**src/source/sync_fifo.sv**
```systemverilog
`timescale 1ns/100ps

module sync_fifo
#(
    parameter type payload_t = logic [7:0],
    parameter int  depth     = 4
)
(
    input  logic        clock,
    input  logic        arst_n,
    input  logic        push,
    input  payload_t    push_data,
    input  logic        pop,
    output payload_t    head,
    output logic        empty,
    output logic        full
);

    localparam int ptr_width = (depth > 1) ? $clog2(depth) : 1;
    localparam int cnt_width = $clog2(depth + 1);

    payload_t               mem [depth];
    logic [ptr_width-1:0]   rd_ptr;
    logic [ptr_width-1:0]   wr_ptr;
    logic [cnt_width-1:0]   count;
    logic                   do_push;
    logic                   do_pop;

    assign do_push = push & ~full;
    assign do_pop  = pop & ~empty;

    assign empty = (count == '0);
    assign full  = (count == cnt_width'(depth));
    assign head  = mem[rd_ptr];  // Oldest entry, no read latency

    always_ff @(posedge clock or negedge arst_n)
    begin
        if (!arst_n)
        begin
            rd_ptr <= '0;
            wr_ptr <= '0;
            count  <= '0;
        end
        else
        begin
            if (do_push)
            begin
                wr_ptr <= (wr_ptr == ptr_width'(depth - 1)) ? '0 : wr_ptr + 1'b1;
            end
            if (do_pop)
            begin
                rd_ptr <= (rd_ptr == ptr_width'(depth - 1)) ? '0 : rd_ptr + 1'b1;
            end
            case ({do_push, do_pop})
                2'b10:   count <= count + 1'b1;
                2'b01:   count <= count - 1'b1;
                default: count <= count;  // Both or neither leave occupancy as is
            endcase
        end
    end

    always_ff @(posedge clock)
    begin
        if (do_push)
        begin
            mem[wr_ptr] <= push_data;
        end
    end

endmodule

```
**config.mk**
```make
export PLATFORM = sky130hd
export DESIGN_NAME = sync_fifo
export DESIGN_NICKNAME = d
export VERILOG_FILES = /design/src/source/sync_fifo.sv
export SDC_FILE = /design/constraint.sdc
export NUM_CORES = 1
export LEC_CHECK = 0
export BUFFER_PORTS_ARGS = -buffer_cell sky130_fd_sc_hd__buf_2
export CORE_ASPECT_RATIO = 0.8
export CORE_MARGIN = 4
export CORE_UTILIZATION = 40
export CTS_BUF_LIST = sky130_fd_sc_hd__clkbuf_16
export DETAILED_ROUTE_END_ITERATION = 10
export GPL_ROUTABILITY_DRIVEN = 0
export SLEW_MARGIN = 20
export SYNTH_ARGS = -nofsm -noshare
export SYNTH_HDL_FRONTEND = slang
export SYNTH_SLANG_ARGS = --single-unit
export TNS_END_PERCENT = 1
```
**constraint.sdc**
```tcl
create_clock -name clock -period 2.4 [get_ports clock]
set_input_delay 0.24 -clock clock [delete_from_list [all_inputs] [get_ports clock]]
set_output_delay 0.24 -clock clock [all_outputs]
set_load 0.1 [all_outputs]
```
**Word level (Yosys, flattened, before mapping)**

Memories as Yosys holds them, arrays and structs flattened.
Cells that the tools add are included.

- Equality and inequality tests: 5
- Bitwise gates (word level): 4
- Reductions and logical operators: 2
- Mux-type cells: 5
- $add $sub $neg: 4

Operator list:

| cell | number |
|---|---|
| == test 2 bit, second input constant | 3 |
| one-hot mux 3 bit (2 select lines) | 1 |
| adder 2 x 1 -> 2 bit, second input constant | 2 |
| 2-to-1 mux 2 bit | 2 |
| adder 3 x 1 -> 3 bit, second input constant | 1 |
| == test 3 bit, second input constant | 1 |
| zero test 3 bit | 1 |
| subtractor 3 x 1 -> 3 bit, second input constant | 1 |
| bitwise AND 1 bit | 2 |
| == test 2 x 1 -> 1 bit, second input constant | 1 |
| 2-to-1 mux 1 bit | 2 |
| NOT 1 bit | 2 |
| nonzero test 2 bit | 1 |

- Memories kept: 1
- Word-level logic and storage cells: 24
- Register bits: 7
- Input port bits: 12
- Output and inout port bits: 10
- Memory bits (writable): 32

Memory list:

| memory | depth | bits a word | read ports | clocked after memory_dff | write ports | RTL line | RTL |
|---|---|---|---|---|---|---|---|
| mem | 4 | 8 | 1 | 0 | 1 | 22 | `payload_t mem [depth];` |

**Longest topological paths before layout**

- Word-level depth: 5
- Depth in mapped cells: 9
- Mapped depth without buffers: 9

**Worst setup path after synthesis**

Ideal clock, no wire load.

- Path kind: reg2reg
- Start: reg count[0]
- End: reg count[2]
- Stages on the path, launching flop included: 10
- Data required time: 2.275 ns
- Buffers on the path: 0
- Path slack: -1.351 ns
- Arrival time: 3.626 ns
- Clock period less this slack: 3.751 ns
- Setup time: 0.125 ns
- Cell sequence: dfrtp_1 nor3_1 nand2b_1 inv_1 ha_1 inv_1 fa_1 xor2_1 nor2_1 xor2_1

- Longest elaborated chain between the ends: 5
- Elaborated cells on any way between the ends: 12
- Those cells by class: add/sub (2); eq/ne (3); mux (1); bitwise (4); reduce/logical (2)

Ends and longest elaborated chain:

| element | RTL line | RTL |
|---|---|---|
| from (decl) | 25 | `logic [cnt_width-1:0] count;` |
| from (signal assigned) | 55 | `2'b10: count <= count + 1'b1;` |
| from (signal assigned) | 56 | `2'b01: count <= count - 1'b1;` |
| from (signal assigned) | 57 | `default: count <= count;` |
| zero test 3 bit * | 32 | `assign empty = (count == '0);` |
| via empty | 15 | `output logic empty,` |
| NOT 1 bit * | 30 | `assign do_pop = pop & ~empty;` |
| bitwise AND 1 bit * | 30 |  |
| via do_pop | 27 | `logic do_pop;` |
| == test 2 x 1 -> 1 bit / == test 2 bit (equally long branches) | 54 | `case ({do_push, do_pop})` |
| one-hot mux 3 bit (2 select lines) / nonzero test 2 bit (equally long branches) | - |  |

The timed path passes the listed nets; every way through them passes the cells marked *.
A chain may end at the register's enable or synchronous reset.

**Worst setup path after layout**

- Start: reg count[0]
- End: reg count[2]

- Longest elaborated chain between the ends: 5
- Elaborated cells on any way between the ends: 12
- Those cells by class: add/sub (2); eq/ne (3); mux (1); bitwise (4); reduce/logical (2)

Ends and longest elaborated chain:

| element | RTL line |
|---|---|
| == test 3 bit / zero test 3 bit (equally long branches) | 33, 32 |
| NOT 1 bit (on tied branches) | 29, 30 |
| bitwise AND 1 bit (on tied branches) | 29, 30 |
| == test 2 x 1 -> 1 bit / == test 2 bit (equally long branches) | 54 |
| one-hot mux 3 bit (2 select lines) / nonzero test 2 bit (equally long branches) | - |

Parallel ways exist; a longest one is shown, timed or not.

==> flow_summary_export.csv <==
group,metric,value,unit
outcome,run_status,"finished, final reports clean",
logic_synthesis,post-synth-top-area-fraction,0.5963,
timing,fin_skew,0.004365,ns
timing,setup_violation_total_in_the_final_timing_report,0,
floorplanning,core_region_area,0.003829,mm^2
worst_setup_path,critical_path.max_fanout,6,
global_routing,grt.total_usage,0.1057,
logic_synthesis,post_synth.cell_area_avg,19.42,um^2
clock_tree,tritoncts_num_sinks,39,
worst_setup_path,start_kind,"flop",
worst_setup_path,crit_path_max_incr_delay,0.45,ns
worst_setup_path,worstPathArrival,2.42,ns
global_routing,grt_pass1_vias,832,
hold_path,min_from,"push_data[0]",
clock_tree,cts_post_setup_buffers_inserted,0,
floorplanning,floorplan.rows,20,
logic_synthesis,synth.largest_area_cell,"sky130_fd_sc_hd__edfxtp_1",
worst_setup_path,crit_path_cell_trace,"or3b_4, and2_4, inv_1, ha_1, inv_1, fa_1, xor2_1, nor2_1, xor2_1",
final_layout,num-nets-final,129,
clock_tree,clkSlewWorstSetupHoldPaths,0.05,ns
timing,grt_setup_unrepaired,"false",
hold_path,min-delay-path-class,"in2reg",
floorplanning,design.portCount,22,
floorplanning,floorplan.initialDensity,0.4209,
clock_tree,cts_buffer_depth,2,
worst_setup_path,critical_path.top_delay_family,"simple AND/OR/NAND/NOR gates",
timing,fmax,450.3,MHz
global_routing,antenna_found_initial,0,
logic_synthesis,synthesis.instances,83,
floorplanning,die-width,78.97,um
worst_setup_path,cpMaxStageDelayCell,"sky130_fd_sc_hd__or3b_4",
logic_synthesis,postSynthNetCount,102,
worst_setup_path,r2r_start,"count[0]$_DFFE_PN0P_",
worst_setup_path,cp.required,2.60,ns
route,route.detailed.wl_per_inst,14.52,um
route,avgViaCountPerCell,4.645,
global_routing,aggregate_global_routing_overflow,0,
logic_synthesis,postSynthRegisterBits,39,
final_layout,combined_area_of_the_multi_input_logic_cells,447.9,um^2
clock_tree,clk_latency,0.27,ns
timing,post-route-period-util,0.9252,
logic_synthesis,synth.yosys.seq_area_share,0.7050,
route,drtAntennaViolNets,0,
timing,period_minus_slack,2.221,ns
clock_tree,h-tree-depth,2,
worst_setup_path,cp_num_buf_inv,2,
worst_setup_path,critPathCaptureType,"flop",
logic_synthesis,post_synth_main_area_contributors,"sky130_fd_sc_hd__edfxtp_1 (60%), sky130_fd_sc_hd__mux4_2 (11%), sky130_fd_sc_hd__dfrtp_1 (11%)",
final_layout,fill_cells,325,
route,first_pass_iters,3,
clock_tree,numCtsBuffers,5,
final_layout,area_growth,20.26,%
worst_setup_path,criticalPathCategory,"reg2reg",
final_layout,num_antenna_cells,0,
timing,max_slew.worst_pin.slew,0.5995,ns
floorplanning,total_die_area,0.005115,mm^2
clock_tree,cts_tree,"done",
route,wirelength,2.410,mm
place,port_buffers,21,
route,detail_route.iter0.violations,46,
logic_synthesis,netlist_area,0.001612,mm^2
floorplanning,die_h,64.77,um
route,via_count,771,
logic_synthesis,cell_variety_after_synth,19,
final_layout,area.sequential,0.001136,mm^2
job,max_cap_viol_count,0,
place,dp_hpwl,1.712,mm
route,final_routed_drc_violation_total,0,
worst_setup_path,crit_path_start,"count[0]$_DFFE_PN0P_",
global_routing,grt_max_degree,13,
timing,finalSetupTns,0,ns
clock_tree,cts-root-buf,"sky130_fd_sc_hd__clkbuf_16",
logic_synthesis,ys_warn_count,0,
timing,final_hold_viol_count,0,
final_layout,drive_above_1_share,0.4144,
global_routing,grt_first_pass_wirelength,4.057,mm
timing,max-slew-margin-rel,0.6003,
timing,slew_violations,0,
-- path summary, 6_finish.rpt --
kind / to / cells after the start / slack, ns
min in group asynchronous: count[1]$_DFFE_PN0P_ / 2 / 0.33
max in group asynchronous: wr_ptr[0]$_DFFE_PN0P_ / 2 / 1.92
hold / removal: mem[1][0]$_DFFE_PP_ / 1 / 0.18
setup reg to reg: count[2]$_DFFE_PN0P_ / 9 / 0.18
setup / recovery: count[2]$_DFFE_PN0P_ / 9 / 0.18
hold reg to reg: count[2]$_DFFE_PN0P_ / 1 / 0.55
-- final cells by class --
type | count | share of cell area
Clock inverter | 3 | 0.007747
Timing Repair Buffer | 22 | 0.05939
Tap cell | 55 | 0.03551
Clock buffer | 5 | 0.06456
Multi-Input combinational cell | 34 | 0.2311
Sequential cell | 39 | 0.5862
Inverter | 8 | 0.01549
-- through the flow --
step           cell area (um^2)  hold WS, ns  setup WS (ns)    util  cells
2_1_floorplan              1623     -0.05559       0.006020       -     83
3_3_place_gp               1788      0.08094         0.2486  0.4670    157
3_5_place_dp               1788      0.07969         0.1651  0.4670    157
4_1_cts                    1938       0.1807         0.1675  0.5062    166
5_1_grt                    1938       0.1852        0.02810  0.5062    166
6_report                   1938       0.1804         0.1795  0.5062    166
-- cell usage after synthesis --
cell type,instances
sky130_fd_sc_hd__edfxtp_1,32
sky130_fd_sc_hd__inv_1,8
sky130_fd_sc_hd__mux4_2,8
sky130_fd_sc_hd__dfrtp_1,7
sky130_fd_sc_hd__ha_1,6
sky130_fd_sc_hd__and3_2,4
sky130_fd_sc_hd__nor2_1,3
sky130_fd_sc_hd__mux2_2,2
sky130_fd_sc_hd__mux2_4,2
sky130_fd_sc_hd__xor2_1,2
sky130_fd_sc_hd__and2_4,1
sky130_fd_sc_hd__buf_1,1
sky130_fd_sc_hd__buf_2,1
sky130_fd_sc_hd__fa_1,1
sky130_fd_sc_hd__mux2i_1,1
sky130_fd_sc_hd__nand2b_1,1
sky130_fd_sc_hd__nor3_1,1
sky130_fd_sc_hd__or3b_4,1
sky130_fd_sc_hd__xnor2_1,1
-- kinds of logic after synthesis --
kind of cell	after synthesis	synth area share
adders and majority gates	7	0.05901
muxes	13	0.1506
buffers and inverters	10	0.02406
xor gates and xnor gates	3	0.01631
DFF	39	0.7050
and+or+nand+nor	11	0.04503
-- per-layer routing --
metal / routed length [um] / share of wire / track usage / up-vias
met5: 0 / 0 / 0 / -
met4: 4 / 0.0017 / 0.01931 / 0
met3: 125 / 0.052 / 0.04167 / 2
met2: 1155 / 0.48 / 0.1754 / 13
met1: 1125 / 0.47 / 0.1328 / 387
li1: - / - / - / 369
-- flip-flops by register name (all words and copies together), names as in the netlist --
register and count:
count 3, mem 32, rd_ptr 2, wr_ptr 2
-- worst reg2reg max path: cells and delay by family, from the launching register on --
| family | cells | cell delay [ns] |
|---|---|---|
| fa+ha+maj | 2 | 0.54 |
| simple gates | 3 | 0.75 |
| flops | 1 | 0.44 |
| buf+inv | 2 | 0.12 |
| xor+xnor | 2 | 0.30 |
-- placed cells by master (no fill, tap or decap), drive strengths merged --
cell         instances
dfrtp                7
nand2b               1
dlygate4sd3          1
nor3                 1
or3b                 1
and2                 1
fa                   1
mux2                 4
clkinv               2
xnor2                1
ha                   6
clkbuf               5
mux2i                1
edfxtp              32
inv                  8
nor2                 3
mux4                 8
xor2                 2
clkinvlp             1
buf                 21
and3                 4
-- repair_timing --
item                      CTS  global route
hold buffers                1             0
gates resized for setup     0             0
hold endpoints to repair    7             0
Power is not shown: default switching activity piles up to over one toggle a cycle in this logic, so the estimate is an artifact.
