**config.mk**
```make
export PLATFORM = sky130hd
export DESIGN_NAME = operand_issue
export DESIGN_NICKNAME = d
export VERILOG_FILES = /design/src/source/alu_pkg.sv /design/src/source/core_pkg.sv /design/src/source/operand_issue.sv
export SDC_FILE = /design/constraint.sdc
export NUM_CORES = 2
export LEC_CHECK = 0
export ABC_CLOCK_PERIOD_IN_PS = 27000
export BUFFER_PORTS_ARGS = -buffer_cell sky130_fd_sc_hd__buf_2
export CORE_ASPECT_RATIO = 0.8
export CORE_MARGIN = 5
export CORE_UTILIZATION = 40
export DETAILED_ROUTE_END_ITERATION = 10
export PLACE_DENSITY = 0.57
export SLEW_MARGIN = 20
export SYNTH_ARGS = -nofsm -noshare
export SYNTH_HDL_FRONTEND = slang
export SYNTH_SLANG_ARGS = --single-unit
```
**constraint.sdc**
```tcl
create_clock -name clock -period 27 [get_ports clock]
set_input_delay 6.75 -clock clock [delete_from_list [all_inputs] [get_ports clock]]
set_output_delay 6.75 -clock clock [all_outputs]
set_load 0.1 [all_outputs]
```
**src/source/alu_pkg.sv**
```systemverilog
package alu_pkg;

    // ******************************
    // Datapath widths
    // ******************************
    localparam int data_width = 64;
    localparam int imm_width  = 32;

    typedef logic [data_width-1:0] data_t;

    // ******************************
    // Opcodes
    // ******************************
    typedef enum logic [4:0]
    {
        op_add = 5'd0,
        op_sub = 5'd1,
        op_shl = 5'd2,  // Ones fill from the right
        op_shr = 5'd3,  // Ones fill from the left
        op_mov = 5'd4,
        op_ldh = 5'd5,  // Immediate into one half of a
        op_br  = 5'd6,
        op_brf = 5'd7,  // Taken only when the flag is set
        op_ceq = 5'd8,
        op_clt = 5'd9,
        op_cgt = 5'd10,
        op_mul = 5'd16,
        op_div = 5'd17
    } opcode_t;

    // Compares and branches leave the register file alone
    function automatic logic writes_reg(input opcode_t op);
        case (op)
            op_add, op_sub, op_shl, op_shr, op_mov, op_ldh, op_mul, op_div:
                return 1'b1;
            default:
                return 1'b0;
        endcase
    endfunction

    function automatic logic is_branch(input opcode_t op);
        return (op == op_br) || (op == op_brf);
    endfunction

endpackage

```
**src/source/core_pkg.sv**
```systemverilog
package core_pkg;

    // ******************************
    // Register file and queues
    // ******************************
    localparam int reg_count = 16;

    typedef logic [$clog2(reg_count)-1:0] reg_addr_t;

    localparam reg_addr_t link_reg = reg_addr_t'(8);  // Branch target source

    localparam int op_depth  = 4;
    localparam int res_depth = 4;

    // ******************************
    // Queue payloads
    // ******************************
    typedef struct packed
    {
        alu_pkg::opcode_t                 op;
        reg_addr_t                        dest;
        alu_pkg::data_t                   a;
        alu_pkg::data_t                   b;
        alu_pkg::data_t                   link;  // Value of the link register at issue
        logic [alu_pkg::imm_width-1:0]    imm;
        logic                             high;
    } op_entry_t;

    typedef struct packed
    {
        alu_pkg::opcode_t   op;
        reg_addr_t          dest;
        alu_pkg::data_t     value;
        logic               flag;    // Flag after the operation
        logic               taken;
        alu_pkg::data_t     target;  // Zero unless a branch
    } result_t;

endpackage

```
**src/source/operand_issue.sv**
```systemverilog
`timescale 1ns/100ps

module operand_issue
(
    input  logic                            clock,
    input  logic                            arst_n,
    input  logic                            instr_valid,
    input  alu_pkg::opcode_t                instr_op,
    input  core_pkg::reg_addr_t             instr_rd,
    input  core_pkg::reg_addr_t             instr_rs1,
    input  core_pkg::reg_addr_t             instr_rs2,
    input  logic [alu_pkg::imm_width-1:0]   instr_imm,
    input  logic                            instr_high,
    output logic                            instr_ready,
    input  logic                            op_full,
    output logic                            op_push,
    output core_pkg::op_entry_t             op_entry,
    input  logic                            wb_en,
    input  core_pkg::reg_addr_t             wb_addr,
    input  alu_pkg::data_t                  wb_data
);

    alu_pkg::data_t                     regs [core_pkg::reg_count];
    logic [core_pkg::reg_count-1:0]     pending;  // One bit per register awaiting writeback
    logic                               run;
    logic                               link_busy;
    logic                               hazard;
    logic                               accept;

    // ******************************
    // Scoreboard and acceptance
    // ******************************
    assign link_busy = alu_pkg::is_branch(instr_op) & pending[core_pkg::link_reg];

    assign hazard = pending[instr_rs1] | pending[instr_rs2] | pending[instr_rd] | link_busy;

    // A push in flight is not yet counted by op_full, so wait for it to land
    assign instr_ready = run & ~op_full & ~op_push & ~hazard;

    assign accept = instr_valid & instr_ready;

    // ******************************
    // Register file and control
    // ******************************
    always_ff @(posedge clock or negedge arst_n)
    begin
        if (!arst_n)
        begin
            run     <= 1'b0;
            op_push <= 1'b0;
            pending <= '0;
            for (int i = 0; i < core_pkg::reg_count; i++)
            begin
                regs[i] <= '0;
            end
        end
        else
        begin
            run     <= 1'b1;  // Opens the input one cycle after reset ends
            op_push <= accept;
            if (wb_en)
            begin
                regs[wb_addr]    <= wb_data;
                pending[wb_addr] <= 1'b0;
            end
            if (accept && alu_pkg::writes_reg(instr_op))
            begin
                pending[instr_rd] <= 1'b1;  // Never the register being written back
            end
        end
    end

    // Operands are read on the accepting edge
    always_ff @(posedge clock)
    begin
        if (accept)
        begin
            op_entry.op   <= instr_op;
            op_entry.dest <= instr_rd;
            op_entry.a    <= regs[instr_rs1];
            op_entry.b    <= regs[instr_rs2];
            op_entry.link <= regs[core_pkg::link_reg];
            op_entry.imm  <= instr_imm;
            op_entry.high <= instr_high;
        end
    end

endmodule

```
Word level (Yosys, flattened, before mapping)
Memories as Yosys holds them, arrays and structs flattened.
Cells that the tools add are included.
Widths: inputs -> output; s select.
- register bits after elaboration: 1276
- bits in latches: 0
- bits in writable memories: 0
- ROM bits: 32
- bits of input ports: 123
- output and inout port bits: 236
- word-level logic and storage cells: 82
- memories kept: 1
- add/sub/neg operators: 0
- $mul: 0
- divide/modulo/power cells: 0
- order comparisons: 10
- equal/unequal tests: 2
- shift-type cells: 0
- mux-type cells: 21
- bitwise gates (word level): 17
- reduce and logical (&&, ||, !) cells: 5
- memories (memory ; depth ; width ; rd ports ; clocked after Yosys merged registers in ; write ports ; line ; source):
    (no name shown) ; 32 ; 1 ; 1 ; 0 ; 0 ; alu_pkg.sv:33 ; case (op)
- operators by type and width (cell ; count):
    $bwmux 1024 ; 1
    $bmux 64 s4 ; 2
    $mux 64 ; 5
    $demux 64 s4 ; 1
    $mux 16 ; 2
    $lt 4x5->1 const B ; 4
    $and 16x16->16 ; 1
    $not 16->16 ; 1
    $or 16x16->16 ; 1
    $ge 5x5->1 const B ; 3
    $not 4->5 ; 3
    $bmux 1 s4 ; 3
    $eq 5x3->1 const B ; 2
    $demux 1 s4 ; 2
    $ge 4x1->1 const B ; 2
    $and 1x1->1 ; 5
    $lt 5x1->1 const B ; 1
    $mux 1 ; 5
    $logic_and 1x1->1 ; 4
    $not 1->1 ; 3
    $or 1x1->1 ; 3
    $logic_or 1x1->1 ; 1

Longest topological paths before layout
- word-level depth: 10
- mapped depth: 9
- gate-level depth less buffers: 5

Least setup slack after synthesis
No wires, ideal clock.
- kind: input-to-reg
- start point: input instr_rs1[1]
- end point: register op_push
- setup time: 2.335 ns
- data arrival time: 30.161 ns
- required time: 24.665 ns
- setup slack: -5.495 ns
- cell stages on the path: 6
- path buffers: 1
- cell sequence: buf_2 > mux4_2 > mux2_2 > nand2_1 > o2111ai_1 > nor4_1
- word-level cells in the longest chain between the ends: 8
- ends and longest elaborated chain (what ; line ; source):
    start: declaration ; operand_issue.sv:10 ; input core_pkg::reg_addr_t instr_rs1,
    $bmux 1 s4 ; operand_issue.sv:35 ; assign hazard = pending[instr_rs1] | pending[instr_rs2] | pending[instr_rd] | link_busy;
    $mux 1 (not written as such) ; operand_issue.sv:35 ;
    $or 1x1->1 (3 in series) ; operand_issue.sv:35 ;
    $not 1->1 ; operand_issue.sv:38 ; assign instr_ready = run & ~op_full & ~op_push & ~hazard;
    $and 1x1->1 ; operand_issue.sv:38 ;
    $and 1x1->1 ; operand_issue.sv:40 ; assign accept = instr_valid & instr_ready;
    named net accept ; operand_issue.sv:28 ; logic accept;
    end signal: assignment ; operand_issue.sv:60 ; op_push <= accept;
    end: declaration ; operand_issue.sv:16 ; output logic op_push,
The timed path passes the listed nets, and every way through them passes these cells. The select of a mux whose other input is x is not followed.
A chain may end at the register's enable or synchronous reset.

Final worst setup path
- start point: input instr_rs2[1]
- end point: output instr_ready
- word-level cells in the longest chain between the ends: 7
- ends and longest elaborated chain (what ; line ; source):
    start: declaration ; operand_issue.sv:11 ; input core_pkg::reg_addr_t instr_rs2,
    $bmux 1 s4 ; operand_issue.sv:35 ;
    $mux 1 (not written as such) ; operand_issue.sv:35 ;
    $or 1x1->1 (3 in series) ; operand_issue.sv:35 ;
    $not 1->1 ; operand_issue.sv:38 ;
    $and 1x1->1 ; operand_issue.sv:38 ;
    end: declaration ; operand_issue.sv:14 ; output logic instr_ready,
Every way passes these cells. The select of a mux whose other input is x is not followed.

==> impl_metrics.env <==
export IMPL_finalWirelength_um=169000
export IMPL_max_vdd_ir_drop_mv=0.0475
export IMPL_synth_adder_area_share_pct=0.0163
export IMPL_hold_class="reg2reg"
export IMPL_placement_cell_area_um2=65200
export IMPL_drv_max_cap_violation_count=0
export IMPL_cts_clk_slew_worst_paths_ns=0.05
export IMPL_clkPwrFrac_pct=34.6
export IMPL_postSynth_asyncResetShare_pct=81.7
export IMPL_core_um2=152000
export IMPL_crit_path_top_delay_cell="sky130_fd_sc_hd__buf_8"
export IMPL_h_tree_depth=4
export IMPL_yosys_warnings=0
export IMPL_p_sw_share_pct=27.1
export IMPL_power_internal_mw=4.16
export IMPL_reg2reg_to="op_entry[25]"
export IMPL_number_of_buffers_added_by_the_clock_tree_synthesis_step=142
export IMPL_floorplan_rows=128
export IMPL_antenna_violations_before_repair=11
export IMPL_syn_area_um2=61500
export IMPL_cp_startpoint="instr_rs2[1]"
export IMPL_timing_reg2reg_setup_slack_ns=22.30
export IMPL_gp_congestion=0.780
export IMPL_grt_setup_unrepaired="false"
export IMPL_synth_top_area_share_pct=42.4
export IMPL_timing_final_crit_period_ns=16.24
export IMPL_floorplan_die_height_um=361
export IMPL_first_global_vias=36300
export IMPL_post_cts_resize_count=0
export IMPL_worstSetupEndpoint="instr_ready"
export IMPL_seq_power_share_pct=46.1
export IMPL_initial_core_util_pct=40.3
export IMPL_grt_pass1_wl_um=253000
export IMPL_synth_top_cells_by_count="sky130_fd_sc_hd__dfrtp_1 (1042), sky130_fd_sc_hd__mux2_1 (741), sky130_fd_sc_hd__mux4_2 (649)"
export IMPL_timing_worst_setup_path_type="in2out"
export IMPL_synth_top_family_by_area="multiplexers"
export IMPL_slew_headroom_pct=23.9
export IMPL_vias=34100
export IMPL_cp_required_ns=20.25
export IMPL_slew_violations=0
export IMPL_worst_setup_path_end_kind="primary output"
export IMPL_crit_reg2reg_launch="pending[8]"
export IMPL_power_static_leakage_nw=28.2
export IMPL_final_instance_count_excl_fill=5791
export IMPL_post_route_cells_drive_above_1_share_pct=42.5
export IMPL_chipWidth_um=448
export IMPL_fmax_mhz=61.6
export IMPL_dpl_cell_count=5525
export IMPL_final_antenna_net_count=0
export IMPL_arrival_ns=9.49
export IMPL_worstPathBufferInverterCount=2
export IMPL_buffer_ports_inserted=358
export IMPL_drt_pass1_iter_count=5
export IMPL_tightestPinTransition_ns=1.14
export IMPL_status="completed"
export IMPL_synth_area_top_cells="sky130_fd_sc_hd__dfrtp_1 (42%), sky130_fd_sc_hd__mux4_2 (24%), sky130_fd_sc_hd__mux2_1 (14%), sky130_fd_sc_hd__edfxtp_1 (11%), sky130_fd_sc_hd__mux2_2 (5.2%)"
export IMPL_synthesis_area_per_instance_um2=18.0
export IMPL_synth_ff_latch_count=1276
export IMPL_synth_edf_count=234
export IMPL_synth_mux_area_share_pct=42.7
export IMPL_netlist_instances=3418
export IMPL_post_cts_hold_buffer_count=0
export IMPL_totalPowerFinal_mw=5.71
export IMPL_finalInstanceArea_um2=70000
export IMPL_setup_worst_path_start_class="input pin"
export IMPL_clk_root_buffer_cell="sky130_fd_sc_hd__clkbuf_16"
export IMPL_place_detailed_hpwl_um=92800
export IMPL_rr_worst_depth=9
export IMPL_yosysTopAreaCell="sky130_fd_sc_hd__dfrtp_1"
export IMPL_post_synth_and_or_nand_nor_area_fraction_pct=0.578
export IMPL_synth_top_flop_cell="sky130_fd_sc_hd__dfrtp_1"
export IMPL_power_net_switching_mw=1.55
export IMPL_synth_compound_area_share_pct=0.557
export IMPL_grt_remaining_overflow=0
export IMPL_grt_util_all_layers_pct=21.1
export IMPL_drtIter0Drc=2387
export IMPL_critical_path_cell_chain="buf_8 > mux4_2 > mux2i_1 > or2_1 > nand2_1 > nor3_1 > buf_2"
export IMPL_fp_dieArea_um2=162000
export IMPL_fin_hold_ws_ns=0.493
export IMPL_p_comb_share_pct=19.3
export IMPL_clk_path_buf_depth=3
export IMPL_seq_total_area_yosys_pct=53.8
export IMPL_tritoncts="yes"
export IMPL_crit_path_max_fanout=88
export IMPL_nets=3778
export IMPL_drc=0
export IMPL_postCtsSetupRepairBufs=0
export IMPL_worst_path_dominant_cell_family="buffers and inverters"
export IMPL_cell_with_the_most_instances_after_synthesis="sky130_fd_sc_hd__dfrtp_1"
export IMPL_yosys_cell_types_count=39
export IMPL_setup_total_negative_slack_ns=0
export IMPL_area_growth_syn_to_layout_pct=13.7
export IMPL_cp_slowest_stage_delay_ns=0.59
export IMPL_synth_nets=3541
export IMPL_drt_vias_per_instance=5.89
export IMPL_hold_viol_final=0
export IMPL_detail_route_wl_per_cell_um=29.3
export IMPL_clock_skew_ns=0.0241
export IMPL_cts_num_sinks=1276
export IMPL_io_pins=359
export IMPL_period_utilisation_layout_pct=60.1
export IMPL_worstSkewPairLatency_ns=0.79
export IMPL_pwr_per_cell_area_nw_per_um2=81.6
export IMPL_grt_max_degree=154
export IMPL_cp_depth=7
export IMPL_yosys_area_share_xor_xnor_pct=0
export IMPL_final_setup_viol_count=0
-- area by class of cell --
type / instances / area [um^2]
sequential: 1276 / 33100
clock inverter: 50 / 581
multi-input combinational: 1793 / 27100
tap: 2015 / 2520
antenna: 4 / 10.0
fill: 13200 / 82500
timing repair buffer: 426 / 2480
clock buffer: 211 / 4130
inverter: 16 / 60.1
-- flip-flops by register name, indices dropped and copies added, names as in the netlist --
| register | cells |
|---|---|
| pending | 16 |
| op_entry | 234 |
| op_push | 1 |
| regs | 1024 |
| run | 1 |
-- kinds of logic (layout without fill, tap and decap cells) --
kind of cell | Yosys count | count (layout)
compound gates | 39 | 39
simple gates | 70 | 70
mux | 1682 | 1682
other cells | 1 | 5
flops | 1276 | 1276
fa+ha+maj | 1 | 1
buf+inv | 349 | 703
-- metrics by stage --
stage / setup slack (ns) / utilization (%)
after floorplan: 4.97 / -
final: 10.76 / 45.9
after global routing: 10.49 / 45.9
after global placement: 10.67 / 42.8
after detailed placement: 10.66 / 42.8
after CTS: 10.64 / 45.9
-- cell usage in the layout, fill, tap and decap left out, types with 4 or more instances in the layout --
cell,n
sky130_fd_sc_hd__buf_2,349
sky130_fd_sc_hd__diode_2,4
sky130_fd_sc_hd__nand3_1,15
sky130_fd_sc_hd__clkbuf_1,43
sky130_fd_sc_hd__nor2_1,5
sky130_fd_sc_hd__nor2_4,4
sky130_fd_sc_hd__mux4_2,649
sky130_fd_sc_hd__buf_4,62
sky130_fd_sc_hd__buf_8,5
sky130_fd_sc_hd__a2111oi_0,15
sky130_fd_sc_hd__dfrtp_1,1042
sky130_fd_sc_hd__mux2_1,741
sky130_fd_sc_hd__o21ai_1,5
sky130_fd_sc_hd__bufinv_16,9
sky130_fd_sc_hd__o22ai_2,10
sky130_fd_sc_hd__buf_12,7
sky130_fd_sc_hd__nand2b_1,5
sky130_fd_sc_hd__mux2i_1,7
sky130_fd_sc_hd__mux2_2,284
sky130_fd_sc_hd__nand2_1,14
sky130_fd_sc_hd__clkinv_2,17
sky130_fd_sc_hd__o22ai_1,4
sky130_fd_sc_hd__clkbuf_8,21
sky130_fd_sc_hd__clkinv_1,7
sky130_fd_sc_hd__edfxtp_1,234
sky130_fd_sc_hd__inv_6,6
sky130_fd_sc_hd__clkbuf_16,147
sky130_fd_sc_hd__nor3_2,4
sky130_fd_sc_hd__inv_1,16
-- power groups by stage --
stage,clock (mW),sequential [mW],combinational (mW)
final,1.97,2.63,1.10
after global routing,2.11,2.68,1.19
after CTS,2.03,2.63,1.12
after detailed placement,0,2.66,1.12
after global placement,0,2.65,1.10
after floorplan,0,2.66,0.787
-- worst min-delay path by stage --
| stage | startpoint | end | slack, ns | depth (start not counted) |
|---|---|---|---|---|
| after floorplan | regs[448] | op_entry[33] | 0.45 | 0 |
| after global placement | regs[465] | op_entry[50] | 0.48 | 0 |
| after detailed placement | regs[511] | op_entry[96] | 0.49 | 0 |
| after CTS | regs[453] | op_entry[38] | 0.50 | 0 |
| after global routing | regs[602] | regs[602] | 0.51 | 1 |
| final | regs[453] | op_entry[38] | 0.49 | 0 |
-- per-layer routing --
metal,vias to the layer above,global-route usage (%),part of all wire [%]
li1,14100,-,-
met2,875,34.1,48
met3,265,3.58,4.7
met1,18800,30.0,45
met4,2,5.47,2.3
met5,-,0,0.0077
Power figures use the tool's default switching activity.
